--- src/busTypes.sv ---
package busTypes;

    // width of the shared bus and of every general register
    localparam int WordWidth = 32;

    // what drives the shared bus in the current step
    typedef enum logic [2:0] {
        srcNone  = 3'd0,  // bus reads as zero
        srcReg   = 3'd1,  // selected general register
        srcPc    = 3'd2,
        srcMdr   = 3'd3,
        srcZ     = 3'd4,
        srcConst = 3'd5   // sign-extended immediate from the IR
    } busSourceType;

endpackage

--- src/cpuTypes.sv ---
package cpuTypes;

    localparam int ConstWidth = 19;  // immediate field of the I-format

    // opcode values follow the classic 5-bit numbering
    typedef enum logic [4:0] {
        opAdd  = 5'b00011,
        opSub  = 5'b00100,
        opAnd  = 5'b01010,
        opOr   = 5'b01011,
        opAddi = 5'b01100,
        opOri  = 5'b01110,
        opOut  = 5'b10111,
        opHalt = 5'b11011
    } opcodeType;

    typedef enum logic [1:0] {
        aluAdd = 2'd0,
        aluSub = 2'd1,
        aluAnd = 2'd2,
        aluOr  = 2'd3
    } aluOpType;

    typedef struct packed {
        opcodeType   opcode;
        logic [3:0]  ra;       // destination
        logic [3:0]  rb;       // first operand
        logic [3:0]  rc;       // second operand
        logic [14:0] unused;
    } rFormatType;

    typedef struct packed {
        opcodeType             opcode;
        logic [3:0]            ra;
        logic [3:0]            rb;
        logic [ConstWidth-1:0] constant;  // sign-extended when used
    } iFormatType;

    // one fetched word, read either as register or as immediate form
    typedef union packed {
        rFormatType rFormat;
        iFormatType iFormat;
    } instructionWord;

endpackage

--- src/datapathControl.sv ---
`timescale 1ns/1ps

interface datapathControl import busTypes::*, cpuTypes::*; ();

    busSourceType busSource;
    logic [3:0]   regSelect;  // register index for both read and write
    logic         regOut;
    logic         regLoad;
    logic         pcLoad;
    logic         incPc;
    logic         irLoad;
    logic         yLoad;
    logic         zLoad;
    aluOpType     aluOp;
    logic         marLoad;
    logic         mdrLoad;
    logic         outLoad;

    modport sequencer (
        output busSource, regSelect, regOut, regLoad,
        output pcLoad, incPc, irLoad,
        output yLoad, zLoad, aluOp,
        output marLoad, mdrLoad, outLoad
    );

    modport registers (input busSource, regSelect, regOut, regLoad);

    modport alu (input yLoad, zLoad, aluOp);

    modport fetch (input pcLoad, incPc, irLoad);

    modport memio (input marLoad, mdrLoad, outLoad);

endinterface

--- src/controlSequencer.sv ---
`timescale 1ns/1ps

module controlSequencer import busTypes::*, cpuTypes::*; (
    input  logic           Clock,
    input  logic           reset,
    input  instructionWord ir,
    output logic           memRead,
    output logic           halted,
    datapathControl.sequencer ctrl
);

    typedef enum logic [2:0] {
        stepT0 = 3'd0,
        stepT1 = 3'd1,
        stepT2 = 3'd2,
        stepT3 = 3'd3,
        stepT4 = 3'd4,
        stepT5 = 3'd5,
        stepT6 = 3'd6
    } stepType;

    stepType   step;
    logic      haltLatch;
    opcodeType opcode;
    logic      isAluInstr;   // goes through Y, Z and writes ra
    logic      isImmediate;  // second operand is the constant
    aluOpType  decodedOp;

    assign opcode = ir.rFormat.opcode;

    // opcode decode, only meaningful once the IR has loaded in T3
    always_comb begin
        isAluInstr  = 1'b1;
        isImmediate = 1'b0;
        decodedOp   = aluAdd;
        case (opcode)
            opAdd:  decodedOp = aluAdd;
            opSub:  decodedOp = aluSub;
            opAnd:  decodedOp = aluAnd;
            opOr:   decodedOp = aluOr;
            opAddi: begin
                decodedOp   = aluAdd;
                isImmediate = 1'b1;
            end
            opOri:  begin
                decodedOp   = aluOr;
                isImmediate = 1'b1;
            end
            default: isAluInstr = 1'b0;  // out, halt and unknown codes
        endcase
    end

    // halt shows in the cycle after T3 and then holds
    assign halted = haltLatch || (step == stepT4 && opcode == opHalt);

    always_ff @(posedge Clock) begin
        if (reset) begin
            step      <= stepT0;
            haltLatch <= 1'b0;
        end else if (!haltLatch) begin
            case (step)
                stepT0: step <= stepT1;
                stepT1: step <= stepT2;
                stepT2: step <= stepT3;
                stepT3: step <= stepT4;
                stepT4: begin
                    if (opcode == opHalt) begin
                        haltLatch <= 1'b1;  // step stays at T4
                    end else if (isAluInstr) begin
                        step <= stepT5;
                    end else begin
                        step <= stepT0;  // out and unknown codes end here
                    end
                end
                stepT5: step <= stepT6;
                default: step <= stepT0;
            endcase
        end
    end

    // per-step control levels
    always_comb begin
        ctrl.busSource = srcNone;
        ctrl.regSelect = ir.rFormat.ra;
        ctrl.regOut    = 1'b0;
        ctrl.regLoad   = 1'b0;
        ctrl.pcLoad    = 1'b0;  // no branches, PC only counts
        ctrl.incPc     = 1'b0;
        ctrl.irLoad    = 1'b0;
        ctrl.yLoad     = 1'b0;
        ctrl.zLoad     = 1'b0;
        ctrl.aluOp     = decodedOp;
        ctrl.marLoad   = 1'b0;
        ctrl.mdrLoad   = 1'b0;
        ctrl.outLoad   = 1'b0;
        memRead        = 1'b0;
        if (!haltLatch) begin
            case (step)
                stepT0: begin
                    ctrl.busSource = srcPc;
                    ctrl.marLoad   = 1'b1;
                    ctrl.incPc     = 1'b1;
                end
                stepT1: memRead = 1'b1;  // address comes from MAR
                stepT2: ctrl.mdrLoad = 1'b1;
                stepT3: begin
                    ctrl.busSource = srcMdr;
                    ctrl.irLoad    = 1'b1;
                end
                stepT4: begin
                    if (opcode == opOut) begin
                        ctrl.busSource = srcReg;
                        ctrl.regOut    = 1'b1;
                        ctrl.outLoad   = 1'b1;
                    end else if (isAluInstr) begin
                        ctrl.busSource = srcReg;
                        ctrl.regSelect = ir.rFormat.rb;
                        ctrl.regOut    = 1'b1;
                        ctrl.yLoad     = 1'b1;
                    end
                end
                stepT5: begin
                    if (isImmediate) begin
                        ctrl.busSource = srcConst;
                    end else begin
                        ctrl.busSource = srcReg;
                        ctrl.regSelect = ir.rFormat.rc;
                        ctrl.regOut    = 1'b1;
                    end
                    ctrl.zLoad = 1'b1;
                end
                default: begin
                    ctrl.busSource = srcZ;  // T6 writes the result back to ra
                    ctrl.regLoad   = 1'b1;
                end
            endcase
        end
    end

endmodule

--- src/registerBus.sv ---
`timescale 1ns/1ps

module registerBus import busTypes::*; (
    input  logic                 Clock,
    input  logic                 reset,
    datapathControl.registers    ctrl,
    input  logic [WordWidth-1:0] pcWord,
    input  logic [WordWidth-1:0] mdrWord,
    input  logic [WordWidth-1:0] zWord,
    input  logic [WordWidth-1:0] constWord,
    output logic [WordWidth-1:0] bus
);

    logic [WordWidth-1:0] regFile [16];
    logic [WordWidth-1:0] regWord;

    always_ff @(posedge Clock) begin
        if (reset) begin
            for (int i = 0; i < 16; i++) begin
                regFile[i] <= '0;
            end
        end else if (ctrl.regLoad) begin
            regFile[ctrl.regSelect] <= bus;
        end
    end

    // register read port, quiet unless the sequencer asks for it
    assign regWord = ctrl.regOut ? regFile[ctrl.regSelect] : '0;

    always_comb begin
        case (ctrl.busSource)
            srcReg:   bus = regWord;
            srcPc:    bus = pcWord;
            srcMdr:   bus = mdrWord;
            srcZ:     bus = zWord;
            srcConst: bus = constWord;
            default:  bus = '0;  // srcNone
        endcase
    end

endmodule

--- src/aluUnit.sv ---
`timescale 1ns/1ps

module aluUnit import busTypes::*, cpuTypes::*; (
    input  logic                 Clock,
    input  logic                 reset,
    datapathControl.alu          ctrl,
    input  logic [WordWidth-1:0] bus,
    output logic [WordWidth-1:0] zWord
);

    logic [WordWidth-1:0] yReg;
    logic [WordWidth-1:0] zReg;
    logic [WordWidth-1:0] aluResult;

    // Y holds the first operand, the bus carries the second
    always_comb begin
        case (ctrl.aluOp)
            aluAdd:  aluResult = yReg + bus;  // wraps at word width
            aluSub:  aluResult = yReg - bus;
            aluAnd:  aluResult = yReg & bus;
            default: aluResult = yReg | bus;
        endcase
    end

    always_ff @(posedge Clock) begin
        if (reset) begin
            yReg <= '0;
            zReg <= '0;
        end else begin
            if (ctrl.yLoad) begin
                yReg <= bus;
            end
            if (ctrl.zLoad) begin
                zReg <= aluResult;
            end
        end
    end

    assign zWord = zReg;

endmodule

--- src/fetchUnit.sv ---
`timescale 1ns/1ps

module fetchUnit import busTypes::*, cpuTypes::*; #(
    parameter int AddrWidth = 10
) (
    input  logic                 Clock,
    input  logic                 reset,
    datapathControl.fetch        ctrl,
    input  logic [WordWidth-1:0] bus,
    output logic [WordWidth-1:0] pcWord,
    output instructionWord       ir,
    output logic [WordWidth-1:0] constWord
);

    logic [AddrWidth-1:0] pc;

    always_ff @(posedge Clock) begin
        if (reset) begin
            pc <= '0;
        end else if (ctrl.pcLoad) begin
            pc <= bus[AddrWidth-1:0];
        end else if (ctrl.incPc) begin
            pc <= pc + 1'b1;  // word addressed
        end
    end

    always_ff @(posedge Clock) begin
        if (ctrl.irLoad) begin
            ir <= bus;
        end
    end

    assign pcWord = {{(WordWidth - AddrWidth){1'b0}}, pc};

    // immediate for addi and ori
    assign constWord = {{(WordWidth - ConstWidth){ir.iFormat.constant[ConstWidth-1]}},
                        ir.iFormat.constant};

endmodule

--- src/memoryIoUnit.sv ---
`timescale 1ns/1ps

module memoryIoUnit import busTypes::*; #(
    parameter int AddrWidth = 10
) (
    input  logic                 Clock,
    input  logic                 reset,
    datapathControl.memio        ctrl,
    input  logic [WordWidth-1:0] bus,
    input  logic [WordWidth-1:0] memDataIn,
    output logic [AddrWidth-1:0] memAddress,
    output logic [WordWidth-1:0] mdrWord,
    output logic [WordWidth-1:0] outPort,
    output logic                 outStrobe
);

    always_ff @(posedge Clock) begin
        if (ctrl.marLoad) begin
            memAddress <= bus[AddrWidth-1:0];
        end
        if (ctrl.mdrLoad) begin
            mdrWord <= memDataIn;  // memory answered one cycle after memRead
        end
        if (ctrl.outLoad) begin
            outPort <= bus;
        end
    end

    // strobe lines up with the new outPort value
    always_ff @(posedge Clock) begin
        if (reset) begin
            outStrobe <= 1'b0;
        end else begin
            outStrobe <= ctrl.outLoad;
        end
    end

endmodule

--- src/cpuTop.sv ---
`timescale 1ns/1ps

module cpuTop import busTypes::*, cpuTypes::*; #(
    parameter int AddrWidth = 10
) (
    input  logic                 Clock,
    input  logic                 reset,
    input  logic [WordWidth-1:0] memDataIn,
    output logic [AddrWidth-1:0] memAddress,
    output logic                 memRead,
    output logic [WordWidth-1:0] outPort,
    output logic                 outStrobe,
    output logic                 halted
);

    logic [WordWidth-1:0] bus;
    logic [WordWidth-1:0] pcWord;
    logic [WordWidth-1:0] mdrWord;
    logic [WordWidth-1:0] zWord;
    logic [WordWidth-1:0] constWord;
    instructionWord       ir;

    datapathControl ctrl ();

    controlSequencer sequencer (
        .Clock   (Clock),
        .reset   (reset),
        .ir      (ir),
        .memRead (memRead),
        .halted  (halted),
        .ctrl    (ctrl.sequencer)
    );

    registerBus registers (
        .Clock     (Clock),
        .reset     (reset),
        .ctrl      (ctrl.registers),
        .pcWord    (pcWord),
        .mdrWord   (mdrWord),
        .zWord     (zWord),
        .constWord (constWord),
        .bus       (bus)
    );

    aluUnit alu (
        .Clock (Clock),
        .reset (reset),
        .ctrl  (ctrl.alu),
        .bus   (bus),
        .zWord (zWord)
    );

    fetchUnit #(.AddrWidth(AddrWidth)) fetch (
        .Clock     (Clock),
        .reset     (reset),
        .ctrl      (ctrl.fetch),
        .bus       (bus),
        .pcWord    (pcWord),
        .ir        (ir),
        .constWord (constWord)
    );

    memoryIoUnit #(.AddrWidth(AddrWidth)) memio (
        .Clock      (Clock),
        .reset      (reset),
        .ctrl       (ctrl.memio),
        .bus        (bus),
        .memDataIn  (memDataIn),
        .memAddress (memAddress),
        .mdrWord    (mdrWord),
        .outPort    (outPort),
        .outStrobe  (outStrobe)
    );

endmodule

--- config.mk ---
export PLATFORM = sky130hd
export DESIGN_NAME = cpuTop
export DESIGN_NICKNAME = d
export VERILOG_FILES = /design/src/busTypes.sv /design/src/cpuTypes.sv /design/src/datapathControl.sv /design/src/controlSequencer.sv /design/src/registerBus.sv /design/src/aluUnit.sv /design/src/fetchUnit.sv /design/src/memoryIoUnit.sv /design/src/cpuTop.sv
export SDC_FILE = /design/constraint.sdc
export NUM_CORES = 1
export LEC_CHECK = 0
export ABC_AREA = 1
export ABC_CLOCK_PERIOD_IN_PS = 5700
export CAP_MARGIN = 20
export CORE_AREA = 2 2 301 303
export CTS_CLUSTER_DIAMETER = 50
export DETAILED_ROUTE_END_ITERATION = 7
export DIE_AREA = 0 0 303 305
export DONT_BUFFER_PORTS = 1
export SETUP_SLACK_MARGIN = 0.02
export SYNTH_ARGS = -nofsm -noshare
export SYNTH_HDL_FRONTEND = slang
export SYNTH_SLANG_ARGS = --single-unit
--- constraint.sdc ---
create_clock -name Clock -period 5.7 [get_ports Clock]
set_clock_uncertainty 0.15 [all_clocks]
set_input_delay 0.285 -clock Clock [delete_from_list [all_inputs] [get_ports Clock]]
set_output_delay 0.285 -clock Clock [all_outputs]
set_load 0.01 [all_outputs]
# Word level (Yosys, flattened, before mapping)
# Memory sizes are Yosys's and may differ from the RTL's.
# Cells that the tools add are included.
# totals
mem_bits_rw,512
mem_count,1
reg_bits,185
mem_bits_ro,0
word_cells,102
latchBits,0
in_bits,34
# op_classes
order_cmp,0
add_sub_neg,3
muxes,53
eq_ne,21
div,0
n_bitwise,3
shift,0
n_reduce_logical,11
n_mul,0
# mem_list
name,words,width,rd,rd_clocked_by_memory_dff,wr,line_no,rtl
registers.regFile,16,32,1,0,16,registerBus.sv:14,logic [WordWidth-1:0] regFile [16];
# ops
operator,n
case mux 32 bit (5 select lines),1
case mux 32 bit (3 select lines),1
two-way mux 32 bit,2
two-way mux 1 bit,34
adder 32 bit,1
AND 32 bit,1
bitwise OR 32 bit,1
OR reduction 32 bit,1
subtractor 32 bit,1
equality test 5 x 4 -> 1 bit (second input constant),4
two-way mux 4 bit,5
case mux 3 bit (6 select lines),1
two-way mux 3 bit,5
case mux 3 bit (5 select lines),1
equality test 3 x 2 -> 1 bit (second input constant),4
equality test 3 bit (second input constant),4
OR reduction 6 bit,2
adder 10 x 1 -> 10 bit (second input constant),1
equality test 5 bit (second input constant),2
case mux 4 bit (2 select lines),1
equality test 3 x 1 -> 1 bit (second input constant),2
case mux 2 bit (3 select lines),1
OR reduction 2 bit,3
equality test 5 x 2 -> 1 bit (second input constant),1
11 further kinds,11

# Longest topological paths before layout
# An unclocked memory read counts as a cell.
# logic_depth
depth_word,12
mapped_depth,49
mapped_depth_nobuf,47

# Hierarchy
# From an unflattened synthesis, not the netlist that was laid out.
# unflattened
hier_cells,4297
hier_area_um2,37046.8
# by_module_without_submodules
module,area_per_inst_um2,cells_each,instances
registerBus,26287.7,2938,1
aluUnit,5825.6,976,1
memoryIoUnit,2252.2,77,1
fetchUnit,1970.6,172,1
controlSequencer,710.7,134,1

# Least setup slack after synthesis
# No wires, ideal clock.
# synth_path
kind,register -> register
startpoint,register fetch.ir[31] (netlist bit)
endpoint,"register alu.zReg[20], in the netlist alu.zWord[20]"
slack_ns,0.045
setup_time_ns,0.109
path_buffers,3
synth_period_minus_slack_ns,5.655
required_ns,5.441
arrival_time_ns,5.396
path_stages_with_launch,40
path_cell_list,edfxtp_1 nor2_1 nand3_1 nand3_1 nand2_1 nand3_1 o21ai_0 inv_1 nand2_1 nor2_1 clkbuf_1 buf_1 o21ai_0 nand2_1 clkinv_1 buf_1 ha_1 inv_1 [... 4 more ...] nand2_1 nand2_1 nand2_1 a21oi_1 nor2_1 nor2_1 o21ai_0 inv_1 nor2_1 nor2_1 o21ai_0 a21boi_0 o21ai_0 a21oi_1 o21ai_0 nand3_1 nand2_1 inv_1
# synth_between
elab_chain_len,12
elab_cells_between_ends,44
classes_between,2 x add/sub; 14 x eq/ne; 21 x mux; 2 x bitwise; 4 x reduce/logical; 1 x memory
# synth_lines
element,line_no,rtl
"start, declared",fetchUnit.sv:11,"output instructionWord ir,"
"start signal, assigned",fetchUnit.sv:29,ir <= bus;
"equality test 5 x 2 -> 1 bit, or another cell as far along",controlSequencer.sv:36,case (opcode)
OR reduction 6 bit (no line),n/a,
two-way mux 1 bit,controlSequencer.sv:36,
two-way mux 4 bit,controlSequencer.sv:115,end else if (isAluInstr) begin
two-way mux 4 bit,controlSequencer.sv:111,if (opcode == opOut) begin
case mux 4 bit (2 select lines),controlSequencer.sv:98,case (step)
two-way mux 4 bit,controlSequencer.sv:97,if (!haltLatch) begin
memory read (16 x 32 bit),n/a,
two-way mux 32 bit,registerBus.sv:28,assign regWord = ctrl.regOut ? regFile[ctrl.regSelect] : '0;
case mux 32 bit (5 select lines) *,registerBus.sv:31,case (ctrl.busSource)
net alu.bus[0],aluUnit.sv:7,"input logic [WordWidth-1:0] bus,"
subtractor 32 bit / adder 32 bit (equally long branches),"aluUnit.sv:19, aluUnit.sv:18",
case mux 32 bit (3 select lines) *,aluUnit.sv:17,case (ctrl.aluOp)
"end signal, assigned",aluUnit.sv:34,zReg <= aluResult;
"end, declared",aluUnit.sv:12,logic [WordWidth-1:0] zReg;
# Mark *: on every way through the listed nets, which the timed path passes. The rest lies on a longest branch.
# A chain may end at the register's enable or synchronous reset.

# Worst setup path after layout
# layout_path
startpoint,register fetch.ir[27] (netlist bit)
endpoint,"register alu.zReg[29], in the netlist alu.zWord[29]"
# The elaborated chain is that of the path after synthesis.

==> impl_metrics.json <==
{
  "outcome": "finished with violations",
  "violations": "DRC",
  "vdd_drop_max_mv": 0.2735,
  "holdCritStartpoint": "memDataIn[25]",
  "numPortBuffers": 0,
  "drv_slew": 0,
  "syn_area_per_cell_um2": 8.623,
  "synth_common_cells": "nand2_1 (1,200), nor2_1 (669), edfxtp_1 (618)",
  "crit-reg2reg-launch": "fetch.ir[27]$_DFFE_PP_",
  "worstHoldEndpoint": "memio.mdrWord[25]$_DFFE_PP_",
  "yosysWarnings": 0,
  "cp_common_cell": "nand2_2",
  "finalSetupTns_ps": 0,
  "area_delta_synth_final_pct": 23.95,
  "p_leak_nw": 18.47,
  "synth_top_area_share_pct": 52.58,
  "place_inst": 5343,
  "hold_depth": 1,
  "clockRootBuffer": "clkbuf_16",
  "tightest_slew_ps": 1120,
  "gr-usage-all-layers_pct": 23.68,
  "grt_pass1_vias": 27270,
  "finalCriticalPeriod_ps": 5591,
  "ff2ff_setup_slack_ps": 110,
  "synth-async-reset-ratio_pct": 0,
  "worstSetupPathType": "flop to flop",
  "yosysTopAreaCell": "edfxtp_1",
  "grt_pass1_wl_um": 165900,
  "yosysSeqAreaShare_pct": 57.06,
  "hpwl_um": 68140,
  "layout.nets": 4446,
  "dieArea_mm2": 0.09242,
  "crit_required_ps": 6150,
  "fin_crit_sh_pct": 98.09,
  "cp-start-kind": "flop",
  "wl_per_cell_um": 20.15,
  "cts.clk_slew.worst_paths_ps": 60,
  "initial_core_util_pct": 39.51,
  "synth_edf_count": 618,
  "synth.distinct_cells": 51,
  "die_h_um": 305,
  "holdCritPathClass": "input pin to flop",
  "row_count": 110,
  "insertion_delay_ps": 650,
  "pin_count": 79,
  "ys_top_cells_by_area": "edfxtp_1 (53%), nand2_1 (13%), nor2_1 (7.1%), inv_1 (4.8%), dfxtp_1 (4.5%)",
  "dr.first_iter.drc_count": 3084,
  "end_kind": "flop",
  "wl_um": 113300,
  "gr-total-overflow": 0,
  "fin_util_pct": 48.98,
  "max_stage_delay_ps": 460,
  "worstPathMaxFanout": 21,
  "n_antenna_cell": 0,
  "fmax_mhz": 178.9,
  "timing.rr.end": "alu.zWord[29]$_SDFFE_PP0P_",
  "synth_most_common_cell": "nand2_1",
  "antenna_found_initial": 1,
  "drt_first_pass_iters": 8,
  "cts_tree": "yes",
  "worst_ep_arrival_time_ps": 6040,
  "syn_inst": 4093,
  "cp_slowest_cell": "edfxtp_1",
  "antenna_left": 0,
  "die_w_um": 303,
  "relSlewSlack_pct": 25.06,
  "grt_max_degree": 71,
  "finalSetupViolCount": 0,
  "drc": 3,
  "cap_violations": 0,
  "ys.flop_type": "edfxtp_1",
  "rsz0062_at_grt": "true",
  "layout-drive-gt1-share_pct": 18.46,
  "core_area_mm2": 0.08932,
  "report.final.hold_viol_count": 0,
  "synth.net_count": 4163,
  "whs_ps": 101.7,
  "globalplace.congestion": 0.9116,
  "cts.sinks": 697,
  "via_per_inst": 5.159,
  "vias": 29010,
  "reg2reg_depth": 39,
  "ys_ff_latch": 697,
  "numCtsBuffers": 84,
  "cts_buffer_depth": 3,
  "powerDensity_mw_per_mm2": 308.0,
  "layout.cells.non_filler": 5623,
  "h-tree-depth": 3,
  "netlist_area_mm2": 0.03529
}
## logic make-up after synthesis
kind of cell | share of synthesized area [%]
adder cells (fa/ha/maj) | 1.298
XOR/XNOR | 0.7197
flip-flops | 57.06
AND/OR/NAND/NOR | 24.71
AO/OA/AOI/OAI | 7.548
buffers and inverters | 8.668
## worst max-delay path: cells and delay by family, from the launching register on
| kind | cells | cell delay (ps) |
|---|---|---|
| AO/OA/AOI/OAI | 7 | 900 |
| AND/OR/NAND/NOR | 21 | 2260 |
| buffers and inverters | 9 | 1240 |
| adder cells (fa/ha/maj) | 1 | 320 |
| XOR/XNOR | 1 | 160 |
| flip-flops | 1 | 460 |
## final cells by class
cell class	count	area [µm²]
multi-input combinational	2674	13110
clock inverter	56	526.8
clock buffer	101	2280
fill	8249	45580
timing repair buffer	451	4441
inverter	468	1782
sequential	697	20140
tap	1176	1471
## state kept, by name (all words and copies together) (netlist names)
signal,count
registers.regFile,512
alu.yReg,32
alu.zWord,32
fetch.ir,32
memio.mdrWord,32
memio.outPort,32
fetch.pc,10
memio.memAddress,10
sequencer.step,3
memio.outStrobe,1
sequencer.haltLatch,1
## report_power, final
part	switching (mW)	internal (mW)	leakage, nW
Combinational	1.33	0.925	10.2
Clock	2.29	3.16	1.36
Sequential	0.0552	5.72	6.91
## per-layer routing
metal	GRT usage (%)	up-vias	wire length, µm
met5	0	-	11
li1	-	13770	-
met3	3.379	208	8329
met4	8.604	2	3944
met2	37.18	1088	51780
met1	33.24	13950	49260
## stage by stage
stage	instance area [µm²]	setup slack (ps)	power, mW
final	43750	108.9	13.48
after global routing	43750	-230.6	13.94
after CTS	41820	11.46	13.15
after detailed placement	38200	-367.8	7.678
after global placement	38180	-421.3	7.668
after floorplan	35290	44.89	6.911
## how the worst max path moves through the flow
stage | startpoint | to | cells past startpoint
final | fetch.ir[27]$_DFFE_PP_ | alu.zWord[29]$_SDFFE_PP0P_ | 39
after floorplan | fetch.ir[31]$_DFFE_PP_ | alu.zWord[20]$_SDFFE_PP0P_ | 39
after detailed placement | fetch.ir[27]$_DFFE_PP_ | alu.zWord[25]$_SDFFE_PP0P_ | 38
after CTS | fetch.ir[27]$_DFFE_PP_ | alu.zWord[31]$_SDFFE_PP0P_ | 41
after global routing | fetch.ir[27]$_DFFE_PP_ | alu.zWord[29]$_SDFFE_PP0P_ | 45
after global placement | fetch.ir[30]$_DFFE_PP_ | alu.zWord[25]$_SDFFE_PP0P_ | 35
## layout by cell type, fill, tap and decap left out, drive strengths merged, types with 11 or more instances in the layout
master / instances
a21oi: 97
a221oi: 11
a31oi: 24
buf: 401
clkbuf: 115
clkinv: 32
clkinvlp: 11
dfxtp: 79
dlygate4sd3: 34
edfxtp: 618
ha: 35
inv: 475
nand2: 1212
nand3: 84
nand3b: 96
nor2: 701
nor3: 19
o211ai: 19
o21ai: 294
xor2: 26
## timing repair
item	4_1_cts	5_1_grt
gates resized for setup	47	283
hold buffers	35	0
buffers inserted	6	58
hold endpoints to repair	60	0
pin swaps	7	111
cloned	6	16
setup endpoints to repair	12	23
No activity file was read; power rests on OpenSTA's default activity.
